### config.mk
export PLATFORM = sky130hd
export DESIGN_NAME = cpu_top
export DESIGN_NICKNAME = d
export VERILOG_FILES = /design/src/cpu_pkg.sv /design/src/cpu_control.sv /design/src/cpu_datapath.sv /design/src/cpu_top.sv
export SDC_FILE = /design/constraint.sdc
export NUM_CORES = 1
export LEC_CHECK = 0
export ABC_AREA = 1
export CORE_MARGIN = 10
export CORE_UTILIZATION = 64
export DETAILED_ROUTE_END_ITERATION = 7
export DONT_BUFFER_PORTS = 1
export GPL_ROUTABILITY_DRIVEN = 0
export GPL_TIMING_DRIVEN = 1
export PLACE_DENSITY = 0.8
export SYNTH_ARGS = -nofsm -noshare
export SYNTH_HDL_FRONTEND = slang
export SYNTH_SLANG_ARGS = --single-unit
### constraint.sdc
create_clock -name clk -period 3.2 [get_ports clk]
set_input_delay 0.48 -clock clk [delete_from_list [all_inputs] [get_ports clk]]
set_output_delay 0.48 -clock clk [all_outputs]
set_load 0.02 [all_outputs]
### src/cpu_pkg.sv
package cpu_pkg;

    localparam int addr_width = 6;
    localparam int data_width = 16;
    localparam int reg_count  = 8;                 // Words 0..7 double as registers
    localparam int reg_bits   = $clog2(reg_count);

    typedef logic [addr_width-1:0] addr_t;
    typedef logic [data_width-1:0] data_t;
    typedef logic [3:0]            opcode_t;
    typedef logic [reg_bits:0]     operand_t;      // Indirect flag on top, register number below

    localparam addr_t prog_start = addr_t'(8);     // First instruction, PC after reset

    localparam opcode_t op_mov  = 4'h0;
    localparam opcode_t op_add  = 4'h1;
    localparam opcode_t op_sub  = 4'h2;
    localparam opcode_t op_mul  = 4'h3;
    localparam opcode_t op_div  = 4'h4;
    localparam opcode_t op_in   = 4'h7;
    localparam opcode_t op_out  = 4'h8;
    localparam opcode_t op_stop = 4'hf;

    // Control phases
    localparam logic [1:0] ph_fetch   = 2'd0;
    localparam logic [1:0] ph_operand = 2'd1;
    localparam logic [1:0] ph_exec    = 2'd2;
    localparam logic [1:0] ph_halted  = 2'd3;

    // Operand field select, also the order of the operand phases
    localparam logic [1:0] sel_x    = 2'd0;
    localparam logic [1:0] sel_y    = 2'd1;
    localparam logic [1:0] sel_z    = 2'd2;
    localparam logic [1:0] sel_done = 2'd3;

    // A memory word is either an instruction or data / pointer
    typedef union packed {
        struct packed {
            opcode_t  opc;
            operand_t opx;
            operand_t opy;
            operand_t opz;
        } instr;
        data_t word;                               // Pointer uses the low addr_width bits
    } mem_word_u;

    // Returns {uses_x, uses_y, uses_z}
    function automatic logic [2:0] op_mask(input opcode_t op);
        case (op)
            op_mov:         return 3'b101;
            op_add, op_sub: return 3'b111;
            op_mul, op_div: return 3'b000;         // Decoded as no operation
            op_in:          return 3'b001;
            op_out:         return 3'b100;
            default:        return 3'b000;         // STOP and unassigned codes
        endcase
    endfunction

endpackage

### src/cpu_control.sv
`timescale 1ns/100ps

module cpu_control (
    input  logic               clk,
    input  logic               rst_n,
    input  cpu_pkg::mem_word_u ir,
    input  cpu_pkg::mem_word_u mdr,
    input  logic               control,
    output logic               mar_from_pc,
    output logic               mar_from_field,
    output logic               mar_from_mdr,
    output logic               bus_read,
    output logic               mdr_load,
    output logic               ir_load,
    output logic               pc_inc,
    output logic               x_load,
    output logic               y_load,
    output logic               z_from_field,
    output logic               z_from_mdr,
    output logic               write_result,
    output logic               out_load,
    output logic               halt,
    output logic [1:0]         field_sel
);

    logic [1:0] phase, phase_next;
    logic [1:0] opnd, opnd_next;      // Operand currently being resolved
    logic [2:0] step, step_next;
    logic [2:0] mask;                 // {uses_x, uses_y, uses_z} of the instruction in IR
    logic       used;
    logic       ind;
    logic       load_val;             // Operand value sits in MDR
    logic       advance;              // Move on to the next operand

    assign field_sel = opnd;

    // Mask bit and indirect flag of the current operand
    always_comb begin
        case (opnd)
            cpu_pkg::sel_x: begin
                used = mask[2];
                ind  = ir.instr.opx[cpu_pkg::reg_bits];
            end
            cpu_pkg::sel_y: begin
                used = mask[1];
                ind  = ir.instr.opy[cpu_pkg::reg_bits];
            end
            default: begin
                used = mask[0];
                ind  = ir.instr.opz[cpu_pkg::reg_bits];
            end
        endcase
    end

    always_ff @(posedge clk or negedge rst_n) begin
        if (!rst_n) begin
            phase <= cpu_pkg::ph_fetch;
            opnd  <= cpu_pkg::sel_x;
            step  <= '0;
            mask  <= '0;
        end else begin
            phase <= phase_next;
            opnd  <= opnd_next;
            step  <= step_next;
            if (ir_load)
                mask <= cpu_pkg::op_mask(mdr.instr.opc);  // Decode as the word enters IR
        end
    end

    always_comb begin
        mar_from_pc    = 1'b0;
        mar_from_field = 1'b0;
        mar_from_mdr   = 1'b0;
        bus_read       = 1'b0;
        mdr_load       = 1'b0;
        ir_load        = 1'b0;
        pc_inc         = 1'b0;
        z_from_field   = 1'b0;
        z_from_mdr     = 1'b0;
        write_result   = 1'b0;
        out_load       = 1'b0;
        halt           = 1'b0;
        load_val       = 1'b0;
        advance        = 1'b0;
        phase_next     = phase;
        opnd_next      = opnd;
        step_next      = step;

        case (phase)
            cpu_pkg::ph_fetch: begin
                case (step)
                    3'd0: mar_from_pc = 1'b1;
                    3'd1: bus_read    = 1'b1;
                    3'd2: mdr_load    = 1'b1;
                    default: begin
                        ir_load = 1'b1;
                        pc_inc  = 1'b1;
                    end
                endcase
                if (step == 3'd3) begin
                    phase_next = cpu_pkg::ph_operand;
                    opnd_next  = cpu_pkg::sel_x;
                    step_next  = '0;
                end else begin
                    step_next = step + 3'd1;
                end
            end

            cpu_pkg::ph_operand: begin
                if (opnd == cpu_pkg::sel_done) begin
                    phase_next = cpu_pkg::ph_exec;   // Done cycle
                    step_next  = '0;
                end else begin
                    case (step)
                        3'd0: begin
                            if (!used) begin
                                advance = 1'b1;
                            end else if (opnd == cpu_pkg::sel_z && !ind) begin
                                z_from_field = 1'b1;  // Direct Z is the register number
                                advance      = 1'b1;
                            end else begin
                                mar_from_field = 1'b1;
                                step_next      = 3'd1;
                            end
                        end
                        3'd1, 3'd4: begin
                            bus_read  = 1'b1;
                            step_next = step + 3'd1;
                        end
                        3'd2, 3'd5: begin
                            mdr_load  = 1'b1;
                            step_next = step + 3'd1;
                        end
                        3'd3: begin
                            if (opnd == cpu_pkg::sel_z) begin
                                z_from_mdr = 1'b1;    // Pointer held in the register
                                advance    = 1'b1;
                            end else if (ind) begin
                                mar_from_mdr = 1'b1;
                                step_next    = 3'd4;
                            end else begin
                                load_val = 1'b1;
                            end
                        end
                        default: load_val = 1'b1;     // Indirect value arrived
                    endcase
                end
            end

            cpu_pkg::ph_exec: begin
                if (step == 3'd0) begin
                    case (ir.instr.opc)
                        cpu_pkg::op_mov, cpu_pkg::op_add, cpu_pkg::op_sub: begin
                            write_result = 1'b1;
                            step_next    = 3'd1;
                        end
                        cpu_pkg::op_in: begin
                            if (control) begin          // Otherwise keep waiting
                                write_result = 1'b1;
                                step_next    = 3'd1;
                            end
                        end
                        cpu_pkg::op_out: begin
                            out_load   = 1'b1;
                            phase_next = cpu_pkg::ph_fetch;
                        end
                        cpu_pkg::op_stop: begin
                            halt       = 1'b1;
                            phase_next = cpu_pkg::ph_halted;
                        end
                        default: phase_next = cpu_pkg::ph_fetch;
                    endcase
                end else begin
                    phase_next = cpu_pkg::ph_fetch;   // Write is on the bus now
                    step_next  = '0;
                end
            end

            default: ;  // Halted until reset
        endcase

        x_load = load_val && (opnd == cpu_pkg::sel_x);
        y_load = load_val && (opnd == cpu_pkg::sel_y);
        if (load_val || advance) begin
            opnd_next = opnd + 2'd1;
            step_next = '0;
        end
    end

endmodule

### src/cpu_datapath.sv
`timescale 1ns/100ps

module cpu_datapath (
    input  logic               clk,
    input  logic               rst_n,
    input  cpu_pkg::data_t     mem,
    input  cpu_pkg::data_t     in,
    input  logic               mar_from_pc,
    input  logic               mar_from_field,
    input  logic               mar_from_mdr,
    input  logic               bus_read,
    input  logic               mdr_load,
    input  logic               ir_load,
    input  logic               pc_inc,
    input  logic               x_load,
    input  logic               y_load,
    input  logic               z_from_field,
    input  logic               z_from_mdr,
    input  logic               write_result,
    input  logic               out_load,
    input  logic               halt,
    input  logic [1:0]         field_sel,
    output cpu_pkg::mem_word_u ir,
    output cpu_pkg::mem_word_u mdr,
    output cpu_pkg::addr_t     addr,
    output logic               we,
    output cpu_pkg::data_t     data,
    output cpu_pkg::data_t     out,
    output logic               status,
    output cpu_pkg::addr_t     pc
);

    cpu_pkg::addr_t   mar;
    cpu_pkg::data_t   x;
    cpu_pkg::data_t   y;
    cpu_pkg::addr_t   z;              // Destination address
    cpu_pkg::operand_t field_op;
    cpu_pkg::addr_t   field_addr;     // Register number as a memory address
    cpu_pkg::addr_t   mdr_ptr;
    cpu_pkg::data_t   result;

    always_comb begin
        case (field_sel)
            cpu_pkg::sel_x: field_op = ir.instr.opx;
            cpu_pkg::sel_y: field_op = ir.instr.opy;
            default:        field_op = ir.instr.opz;
        endcase
    end

    assign field_addr = cpu_pkg::addr_t'(field_op[cpu_pkg::reg_bits-1:0]);
    assign mdr_ptr    = mdr.word[cpu_pkg::addr_width-1:0];

    // Result of the instruction in IR
    always_comb begin
        case (ir.instr.opc)
            cpu_pkg::op_add: result = x + y;   // Wraps modulo 2^16
            cpu_pkg::op_sub: result = x - y;
            cpu_pkg::op_in:  result = in;
            default:         result = x;       // MOV
        endcase
    end

    always_ff @(posedge clk) begin
        if (mar_from_pc)
            mar <= pc;
        else if (mar_from_field)
            mar <= field_addr;
        else if (mar_from_mdr)
            mar <= mdr_ptr;

        if (mdr_load)
            mdr.word <= mem;
        if (ir_load)
            ir <= mdr;
        if (x_load)
            x <= mdr.word;
        if (y_load)
            y <= mdr.word;

        if (z_from_field)
            z <= field_addr;
        else if (z_from_mdr)
            z <= mdr_ptr;

        if (write_result)
            data <= result;
    end

    // Bus and status outputs lag their strobes by one cycle
    always_ff @(posedge clk or negedge rst_n) begin
        if (!rst_n) begin
            pc     <= cpu_pkg::prog_start;
            addr   <= '0;
            we     <= 1'b0;
            out    <= '0;
            status <= 1'b0;
        end else begin
            if (pc_inc)
                pc <= pc + cpu_pkg::addr_t'(1);
            we <= write_result;
            if (bus_read)
                addr <= mar;
            else if (write_result)
                addr <= z;
            if (out_load)
                out <= x;
            if (halt)
                status <= 1'b1;   // Sticky until reset
        end
    end

endmodule

### src/cpu_top.sv
`timescale 1ns/100ps

module cpu_top (
    input  logic           clk,
    input  logic           rst_n,
    input  cpu_pkg::data_t mem,
    input  cpu_pkg::data_t in,
    input  logic           control,
    output logic           status,
    output logic           we,
    output cpu_pkg::addr_t addr,
    output cpu_pkg::data_t data,
    output cpu_pkg::data_t out,
    output cpu_pkg::addr_t pc
);

    cpu_pkg::mem_word_u ir;
    cpu_pkg::mem_word_u mdr;
    logic               mar_from_pc;
    logic               mar_from_field;
    logic               mar_from_mdr;
    logic               bus_read;
    logic               mdr_load;
    logic               ir_load;
    logic               pc_inc;
    logic               x_load;
    logic               y_load;
    logic               z_from_field;
    logic               z_from_mdr;
    logic               write_result;
    logic               out_load;
    logic               halt;
    logic [1:0]         field_sel;

    cpu_control cpu_control_i (
        .clk            (clk),
        .rst_n          (rst_n),
        .ir             (ir),
        .mdr            (mdr),
        .control        (control),
        .mar_from_pc    (mar_from_pc),
        .mar_from_field (mar_from_field),
        .mar_from_mdr   (mar_from_mdr),
        .bus_read       (bus_read),
        .mdr_load       (mdr_load),
        .ir_load        (ir_load),
        .pc_inc         (pc_inc),
        .x_load         (x_load),
        .y_load         (y_load),
        .z_from_field   (z_from_field),
        .z_from_mdr     (z_from_mdr),
        .write_result   (write_result),
        .out_load       (out_load),
        .halt           (halt),
        .field_sel      (field_sel)
    );

    cpu_datapath cpu_datapath_i (
        .clk            (clk),
        .rst_n          (rst_n),
        .mem            (mem),
        .in             (in),
        .mar_from_pc    (mar_from_pc),
        .mar_from_field (mar_from_field),
        .mar_from_mdr   (mar_from_mdr),
        .bus_read       (bus_read),
        .mdr_load       (mdr_load),
        .ir_load        (ir_load),
        .pc_inc         (pc_inc),
        .x_load         (x_load),
        .y_load         (y_load),
        .z_from_field   (z_from_field),
        .z_from_mdr     (z_from_mdr),
        .write_result   (write_result),
        .out_load       (out_load),
        .halt           (halt),
        .field_sel      (field_sel),
        .ir             (ir),
        .mdr            (mdr),
        .addr           (addr),
        .we             (we),
        .data           (data),
        .out            (out),
        .status         (status),
        .pc             (pc)
    );

endmodule

== Word-level counts from Yosys, hierarchy flattened ==
Cells that the tools add are included.

* Register bits after elaboration: 132
* Latch bits: 0
* Bits in writable memories: 0
* Bits in read-only memories: 0
* Input bits: 35
* Output and inout bits: 46
* Memories kept: 0

* $add $sub $neg: 5
* Multipliers: 0
* Div/mod/pow operators: 0
* Order comparisons: 0
* Equal/unequal tests: 29
* Shift-type cells: 0
* Muxes and demuxes: 82
* Bitwise gates (word level): 0
* Reductions and logical operators: 28

{| class="wikitable"
|+ Operators with widths
! operator !! number
|-
| $pmux 16 s3 || 1
|-
| $mux 1 || 45
|-
| $mux 3 || 11
|-
| $mux 6 || 5
|-
| $pmux 3 s3 || 2
|-
| $add 16x16->16 || 1
|-
| $sub 16x16->16 || 1
|-
| $ne 5x5->1 const B || 3
|-
| $pmux 1 s2 || 7
|-
| $eq 4x4->1 const B || 3
|-
| $mux 2 || 6
|-
| $pmux 3 s2 || 2
|-
| $pmux 3 s4 || 1
|-
| $ne 5x4->1 const B || 2
|-
| $eq 4x1->1 const B || 2
|-
| $eq 4x2->1 const B || 2
|-
| $eq 4x3->1 const B || 2
|-
| $logic_not 4->1 || 2
|-
| $reduce_and 8->1 || 1
|-
| $reduce_bool 2->1 || 4
|-
| $reduce_or 4->1 || 2
|-
| $add 6x1->6 const B || 1
|-
| $eq 2x2->1 const B || 3
|-
| $eq 3x2->1 const B || 2
|-
| 23 further kinds || 33
|}

== Logic depth before layout (Yosys ltp) ==
Gate-level depths: netlist of run 1.

* Depth after elaboration: 12
* Mapped depth: 20
* Mapped depth without buffers: 20

== Hierarchy ==
From an unflattened synthesis of run 1, not the netlist that was laid out.

* Cells, all modules: 718
* Area total of the unflattened synthesis: 6874.1 µm²

{| class="wikitable"
|+ By module, submodules not included
! module !! instances !! cells each !! area an instance (µm²) !! sequential area each (µm²)
|-
| cpu_datapath || 1 || 539 || 5675.4 || 3484.6
|-
| cpu_control || 1 || 179 || 1198.6 || 250.2
|}

== Worst setup path after synthesis of run 1 ==
Ideal clock, no wire load.

* Path type: register to register
* Start point: reg cpu_datapath_i.ir[15] (netlist name)
* End point: reg cpu_datapath_i.data[14], data pin
* Library setup time: 253 ps
* Arrival time: 2452 ps
* Data required time: 2947 ps
* Setup slack: 495 ps
* Cell stages (with the launch flop): 17
* Path buffers: 1
* Clock period less this slack: 2705 ps
* Cells stage by stage: edfxtp_1 -> nor2_1 -> nand3_1 -> clkbuf_1 -> nand2_1 -> o21ai_0 -> fa_1 -> inv_1 -> nand3_1 -> nand2_1 -> inv_1 -> o21ai_0 -> nand3b_1 -> nand2_1 -> nand2_1 -> nand3_1 -> nand2_1

* Longest elaborated chain between the ends: 2
* Elaborated cells between the ends (all ways): 4

{| class="wikitable"
|+ Ends and longest elaborated chain
! element !! RTL line !! RTL
|-
| start: declaration || cpu_datapath.sv:23 || <nowiki>output cpu_pkg::mem_word_u ir,</nowiki>
|-
| start signal: assignment || cpu_datapath.sv:74 || <nowiki>ir <= mdr;</nowiki>
|-
| $eq 4x3->1, or another cell as far along || cpu_datapath.sv:55 || <nowiki>case (ir.instr.opc)</nowiki>
|-
| $pmux 16 s3 * || cpu_datapath.sv:55 ||
|-
| net cpu_datapath_i.result[14] || cpu_datapath.sv:40 || <nowiki>cpu_pkg::data_t result;</nowiki>
|-
| end signal: assignment || cpu_datapath.sv:86 || <nowiki>data <= result;</nowiki>
|-
| end: declaration || cpu_datapath.sv:27 || <nowiki>output cpu_pkg::data_t data,</nowiki>
|}

Mark *: on every way through the listed nets, which the timed path passes. The rest lies on a longest branch.
A chain may end at the register's enable or synchronous reset.

== Worst setup path in the final report of run 1 ==
* Start point: reg cpu_datapath_i.y[0]
* End point: reg cpu_datapath_i.data[11], data pin

* Longest elaborated chain between the ends: 2
* Elaborated cells between the ends (all ways): 3

{| class="wikitable"
|+ Ends and longest elaborated chain
! element !! RTL line !! RTL
|-
| start: declaration || cpu_datapath.sv:35 || <nowiki>cpu_pkg::data_t y;</nowiki>
|-
| start signal: assignment || cpu_datapath.sv:78 || <nowiki>y <= mdr.word;</nowiki>
|-
| $sub 16x16->16 or $add 16x16->16 (tied branches) || cpu_datapath.sv:57, cpu_datapath.sv:56 ||
|-
| $pmux 16 s3 * || cpu_datapath.sv:55 ||
|-
| net cpu_datapath_i.result[11] || cpu_datapath.sv:40 ||
|}

Marked as above.

==> flow_metrics.env, run 1 <==
export IMPL_status="finished clean"
export IMPL_hold_depth=0
export IMPL_worst_clock_skew_ps=13.0
export IMPL_power_mw=7.08
export IMPL_io_pins=81
export IMPL_wl_met2_mm=7.41
export IMPL_cp_end_kind="flip-flop"
export IMPL_fin_crit_ps=2910
export IMPL_drive_above_1_share_pct=11.2
export IMPL_syn_num_nets=772
export IMPL_cp_arrival_ps=3190
export IMPL_place_area_mm2=0.00700
export IMPL_max_slew_margin_pct=24.7
export IMPL_worstPathRequired_ps=3480
export IMPL_synth_top_area_share_pct=39.3
export IMPL_path_clk_slew_ps=70
export IMPL_post_cts_buffers=0
export IMPL_hp_class="input port to flip-flop"
export IMPL_min_to="cpu_datapath_i.mdr[1]$_DFFE_PP_"
export IMPL_setup_viol=0
export IMPL_grt_pass1_wl_mm=24.7
export IMPL_async_flop_share_pct=30.3
export IMPL_r2r_slack_ps=290
export IMPL_core_area_mm2=0.0103
export IMPL_p_leak_nw=3.34
export IMPL_die_x_um=123
export IMPL_postRouteAntennaNets=0
export IMPL_fillers=693
export IMPL_yosys_top_cells_area="edfxtp_1, dfrtp_1, nand2_1, ha_1, inv_1"
export IMPL_root_buffer="clkbuf_8"
export IMPL_wirelength_mm=15.7
export IMPL_areaGrowthSynthToFinish_pct=12.1
export IMPL_yosysWarningCount=0
export IMPL_design_area_mm2=0.00763
export IMPL_final_nets=793
export IMPL_synth_edf_count=89
export IMPL_synth_main_ff_cell="edfxtp_1"
export IMPL_clockBufferDepth=2
export IMPL_n_antenna_cell=0
export IMPL_start_util_pct=65.9
export IMPL_synth_cell_type_count=48
export IMPL_r2r_start="cpu_datapath_i.y[0]$_DFFE_PP_"
export IMPL_wl_per_cell_um=17.9
export IMPL_slew_violations=0
export IMPL_antenna_found_initial=0
export IMPL_die_area_mm2=0.0152
export IMPL_wl_met3_mm=1.55
export IMPL_cts_tree="yes"
export IMPL_path_class="flip-flop to flip-flop"
export IMPL_hold_viol_final=0
export IMPL_post_route_period_util_pct=91.0
export IMPL_max_freq_ghz=0.343
export IMPL_first_global_vias=4931
export IMPL_r2r_end="cpu_datapath_i.data[11]$_DFFE_PP_"
export IMPL_rsz0062_at_grt="false"
export IMPL_drt_met1_wl_mm=6.46
export IMPL_clkSinkCount=132
export IMPL_seq_area_frac_synth_pct=54.9
export IMPL_gr_total_overflow=0
export IMPL_cts_made_buffers=17
export IMPL_worst_setup_path_start_kind="flip-flop"
export IMPL_syn_inst=705
export IMPL_grt_max_degree=41
export IMPL_cap_violations=0
export IMPL_worst_pin_slew_ps=1130
export IMPL_netlist_top_cell_by_area="edfxtp_1"
export IMPL_synth_area_per_cell_um2=9.66
export IMPL_clk_latency_ps=530
export IMPL_drc_errors=0
export IMPL_cts_max_level=4
export IMPL_first_iter_violations=597
export IMPL_peakVddDrop_mv=0.585
export IMPL_ys_ff_latch=132
export IMPL_grt_usage_pct=20.8
export IMPL_fp_dieH_um=123
export IMPL_yosysMostFrequentCell="nand2_1"
export IMPL_yosys_top_cells_count="nand2_1, edfxtp_1, inv_1"
export IMPL_min_from="mem[1]"
export IMPL_top_layer_used="met4"
export IMPL_pwr_density_cell_mw_per_mm2=927
export IMPL_first_pass_iters=6
export IMPL_fin_setup_tns_ps=0
export IMPL_cp_max_fo=4
export IMPL_drt_vias_per_instance=5.90
export IMPL_rows=37
export IMPL_syn_area_mm2=0.00681
export IMPL_io_buffer_count=0
export IMPL_r2r_cells=17
export IMPL_vias=5160
export IMPL_place_hpwl_mm=11.6
[worst max-delay path by stage]
stage / from / endpoint / cells past startpoint
after detailed placement: cpu_datapath_i.y[0]$_DFFE_PP_ / cpu_datapath_i.data[11]$_DFFE_PP_ / 17
after floorplan: cpu_datapath_i.ir[15]$_DFFE_PP_ / cpu_datapath_i.data[14]$_DFFE_PP_ / 16
final: cpu_datapath_i.y[0]$_DFFE_PP_ / cpu_datapath_i.data[11]$_DFFE_PP_ / 17
after global routing: cpu_datapath_i.y[0]$_DFFE_PP_ / cpu_datapath_i.data[15]$_DFFE_PP_ / 19
after CTS: cpu_datapath_i.y[0]$_DFFE_PP_ / cpu_datapath_i.data[11]$_DFFE_PP_ / 17
after global placement: cpu_datapath_i.y[0]$_DFFE_PP_ / cpu_datapath_i.data[11]$_DFFE_PP_ / 17
[layout make-up]
type	count	area (um^2)	share of cell area, %
Tap cell	136	170	2.23
Sequential cell	132	3730	48.9
Clock buffer	17	414	5.43
Timing Repair Buffer	8	75.1	0.984
Multi-Input combinational cell	471	2690	35.2
Clock inverter	15	185	2.43
Inverter	96	364	4.77
[cell usage in the layout, fill, tap and decap left out, types with 2 or more instances in the layout]
cell and n:
ha_1 31, dfrtp_1 39, mux2_1 2, inv_1 85
edfxtp_1 89, o21ai_2 4, nor2_4 5, nand2_4 3
o211ai_1 6, nor2_1 49, inv_8 4, dfxtp_1 3
o21ai_1 5, nand3_2 5, a21o_1 2, nand3_1 43
xor2_1 20, nand2_1 155, clkinv_4 2, a22o_1 3
inv_6 5, nand2_2 7, o21ai_0 50, nor3_1 5
a31oi_1 7, o221ai_1 4, buf_4 6, nand4_1 11
nand3b_1 6, a21oi_1 26, o21bai_1 6, inv_2 9
a21oi_2 2, or2_2 2, clkinv_8 3, clkbuf_16 16
[flip-flops by register name (all words and copies together) (netlist names), 3 cells and up]
name / count
cpu_control_i.mask: 3
cpu_control_i.step: 3
cpu_datapath_i.addr: 6
cpu_datapath_i.data: 16
cpu_datapath_i.ir: 16
cpu_datapath_i.mar: 6
cpu_datapath_i.mdr: 16
cpu_datapath_i.out: 16
cpu_datapath_i.pc: 6
cpu_datapath_i.x: 16
cpu_datapath_i.y: 16
cpu_datapath_i.z: 6
[cells by family (layout without fill, tap and decap cells)]
| logic type | Yosys count | count (layout) | share of synthesized area (%) |
|---|---|---|---|
| fa+ha+maj | 32 | 32 | 5.99 |
| compound gates | 121 | 121 | 10.6 |
| buf+inv | 102 | 136 | 5.75 |
| mux | 2 | 2 | 0.331 |
| flops | 132 | 132 | 54.9 |
| xor+xnor | 21 | 21 | 2.70 |
| simple gates | 295 | 295 | 19.8 |
[report_power, final]
part           leakage [nW]  switching (mW)  internal (mW)
registers              1.35           0.489           2.35
clock network         0.294           0.834           1.08
logic                  1.70            1.56          0.763
total                  3.34            2.88           4.20
[what timing repair did]
item | CTS | global route
setup endpoints to repair | 0 | 1
hold buffers | 2 | 0
resized for setup | 0 | 1
hold endpoints to repair | 40 | 0
[metal layers]
| layer | track usage [%] | vias up |
|---|---|---|
| met1 | 26.3 | 2423 |
| li1 | - | 2444 |
| met3 | 6.15 | 30 |
| met4 | 5.97 | 0 |
| met5 | 0 | - |
| met2 | 34.2 | 263 |
[critical path: stages, from the launching register on]
cell	delay, ps
edfxtp_1	410
inv_1	120
ha_1	180
nand2_1	100
nor2_1	130
nand3_1	110
nor2_1	110
nand2_1	80
nand2_1	80
xor2_1	140
inv_1	50
ha_1	350
a21oi_1	240
o21ai_0	160
inv_1	80
nand2_1	70
o21ai_1	190
nand2_1	70
[through the flow]
step / hold slack, ps / instances / util, % / setup slack, ps
6_report: 50.6 / 875 / 73.9 / 288
5_1_grt: 23.5 / 875 / 73.9 / 9.12
4_1_cts: 36.2 / 875 / 73.9 / 322
3_5_place_dp: 186 / 841 / 67.8 / 350
3_3_place_gp: 186 / 841 / 67.8 / 412
2_1_floorplan: 184 / 705 / - / 495
Note: power is estimated with default switching activity, not from simulation.
==> run 2: changes to the inputs <==
--- a/config.mk
+++ b/config.mk
@@ -13,6 +13,8 @@
 export GPL_ROUTABILITY_DRIVEN = 0
 export GPL_TIMING_DRIVEN = 1
 export PLACE_DENSITY = 0.8
+export SKIP_LAST_GASP = 1
 export SYNTH_ARGS = -nofsm -noshare
 export SYNTH_HDL_FRONTEND = slang
+export SYNTH_HIERARCHICAL = 1
 export SYNTH_SLANG_ARGS = --single-unit
==> flow_metrics.env, run 2 <==
export IMPL_drc_errors=0
export IMPL_areaGrowthSynthToFinish_pct=12.6
export IMPL_place_hpwl_mm=11.6
export IMPL_slowest_stage="edfxtp_1"
export IMPL_die_area_mm2=0.0153
export IMPL_vias=5265
export IMPL_grt_max_degree=41
export IMPL_wl_per_cell_um=18.1
export IMPL_path_clk_slew_ps=60
export IMPL_crit_path_max_incr_delay_ps=500
export IMPL_drt_vias_per_instance=5.92
export IMPL_cts_max_level=4
export IMPL_setup_viol=0
export IMPL_io_pins=81
export IMPL_syn_area_mm2=0.00687
export IMPL_worst_clock_skew_ps=11.3
export IMPL_worstPathCellList="nor2_2 > nand3_2 > inv_2 > nor2_1 > a21oi_1 > xor2_1 > ha_1 > a21oi_1 > o21ai_0 > a21oi_1 > nand3_1 > nand3_1 > nand2_1"
export IMPL_slew_violations=0
export IMPL_root_buffer="clkbuf_8"
export IMPL_cts_made_buffers=17
export IMPL_synth_edf_count=89
export IMPL_p_leak_nw=3.47
export IMPL_first_global_vias=5269
export IMPL_synth_cell_type_count=50
export IMPL_netlist_top_cell_by_area="edfxtp_1"
export IMPL_peakVddDrop_mv=0.554
export IMPL_yosysMostFrequentCell="nand2_1"
export IMPL_yosysWarningCount=6
export IMPL_postRouteAntennaNets=0
export IMPL_worst_pin_slew_ps=592
export IMPL_first_iter_violations=608
export IMPL_io_buffer_count=0
export IMPL_syn_inst=718
export IMPL_fp_dieH_um=124
export IMPL_rsz0062_at_grt="false"
export IMPL_pwr_density_cell_mw_per_mm2=882
export IMPL_drive_above_1_share_pct=12.5
export IMPL_hp_class="input port to flip-flop"
export IMPL_fillers=672
export IMPL_wirelength_mm=16.1
export IMPL_wl_met2_mm=8.40
export IMPL_core_area_mm2=0.0104
export IMPL_fin_crit_ps=2970
export IMPL_synth_main_ff_cell="edfxtp_1"
export IMPL_place_area_mm2=0.00709
export IMPL_cp_arrival_ps=3240
export IMPL_yosys_top_cells_area="edfxtp_1, dfrtp_1, nand2_1, ha_1, inv_1"
export IMPL_clkSinkCount=132
export IMPL_wl_met3_mm=1.06
export IMPL_synth_area_per_cell_um2=9.57
export IMPL_first_pass_iters=7
export IMPL_design_area_mm2=0.00774
export IMPL_fin_setup_tns_ps=0
export IMPL_final_common_cell="nand2_1"
export IMPL_ys_ff_latch=132
export IMPL_multi_input_area_mm2=0.00277
export IMPL_cts_tree="yes"
export IMPL_final_nets=810
export IMPL_worst_setup_path_start_kind="flip-flop"
export IMPL_n_antenna_cell=0
export IMPL_regArea_mm2=0.00373
export IMPL_seq_area_frac_synth_pct=54.3
export IMPL_r2r_slack_ps=230
export IMPL_rows=37
export IMPL_power_mw=6.83
export IMPL_path_class="flip-flop to flip-flop"
export IMPL_holdWs_ps=54.4
export IMPL_cp_end_kind="flip-flop"
export IMPL_status="finished clean"
export IMPL_cp_max_fo=7
export IMPL_fin_util_pct=74.3
export IMPL_cap_violations=0
export IMPL_antenna_found_initial=0
export IMPL_drt_met1_wl_mm=6.29
export IMPL_max_slew_margin_pct=60.6
export IMPL_clk_latency_ps=520
export IMPL_start_util_pct=66.0
export IMPL_synth_top_area_share_pct=38.9
export IMPL_syn_num_nets=787
export IMPL_hold_viol_final=0
export IMPL_worstPathRequired_ps=3470
export IMPL_clockBufferDepth=2
export IMPL_crit_top_cell="a21oi_1"
export IMPL_post_route_period_util_pct=93.0
export IMPL_top_layer_used="met4"
export IMPL_max_freq_ghz=0.336
export IMPL_grt_pass1_wl_mm=25.7
export IMPL_async_flop_share_pct=30.3
export IMPL_grt_usage_pct=21.6
export IMPL_final_cell_mix="nand2_1, edfxtp_1, inv_1, nor2_1, nand3_1"
export IMPL_gr_total_overflow=0
export IMPL_die_x_um=124
export IMPL_yosys_top_cells_count="nand2_1, edfxtp_1, inv_1"
-- run 2: changes by cell type after synthesis, sizes merged, moves of 4 or more --
cell,delta
nand2,+25
nand3,+9
xnor2,+6
o211ai,-4
xor2,-7
nor2,+11
mux2,+12
o21ai,-35
o21bai,-5
a21oi,-4
a31oi,-5
a22o,+4
-- run 2: cells by family after synthesis --
group	after synthesis	share of synthesized area [%]
AND/OR/NAND/NOR	343	22.2
XOR/XNOR	20	2.55
buffers and inverters	100	5.66
AO/OA/AOI/OAI	75	6.64
flip-flops	132	54.3
multiplexers	14	2.29
adder cells (fa/ha/maj)	34	6.30
-- run 2: final timing paths --
path	startpoint	end	cells after the start
max	cpu_datapath_i/ir[15]$_DFFE_PP_	cpu_datapath_i/data[14]$_DFFE_PP_	13
min	mem[2]	cpu_datapath_i/mdr[2]$_DFFE_PP_	0
max reg2reg	cpu_datapath_i/ir[15]$_DFFE_PP_	cpu_datapath_i/data[14]$_DFFE_PP_	13
min reg2reg	cpu_datapath_i/mar[2]$_DFFE_PP_	cpu_datapath_i/addr[2]$_DFFE_PN0P_	2
max in group asynchronous	rst_n	cpu_datapath_i/pc[3]$_DFFE_PN1P_	2
min in group asynchronous	rst_n	cpu_control_i/mask[0]$_DFFE_PN0P_	2
-- run 2: per-layer routing --
metal  vias to the layer above  GRT usage [%]
met5                         -              0
met4                         0           9.10
met3                        37           6.24
met2                       223           38.1
met1                      2547           23.7
li1                       2458              -
-- run 2: area by class of cell --
| type | count | share of cell area (%) |
|---|---|---|
| clock buffer | 18 | 5.40 |
| tap | 136 | 2.20 |
| multi-input combinational | 486 | 35.8 |
| inverter | 93 | 4.51 |
| clock inverter | 14 | 2.46 |
| timing repair buffer | 11 | 1.36 |
| sequential | 132 | 48.2 |
-- run 2: repair_timing --
item,4_1_cts,5_1_grt
resized for setup,0,2
hold buffers,2,0
buffers inserted,0,0
hold endpoints to repair,40,0
setup endpoints to repair,0,2
-- run 2: power by group --
part	internal, mW	switching, mW
clock	1.21	0.783
sequential	2.29	0.480
combinational	0.718	1.34
-- run 2: metrics by stage --
step | setup WS (ps) | cells
CTS | 130 | 890
detailed placement | 292 | 856
global route | 49.0 | 890
global placement | 442 | 856
floorplan | 617 | 718
finish | 225 | 890
-- run 2: worst max-delay path, delay by kind of cell, from the launching register on --
family	cells	cell delay, ps
fa+ha+maj	1	330
compound gates	4	730
buf+inv	1	170
xor+xnor	1	210
simple gates	6	790
flops	1	500
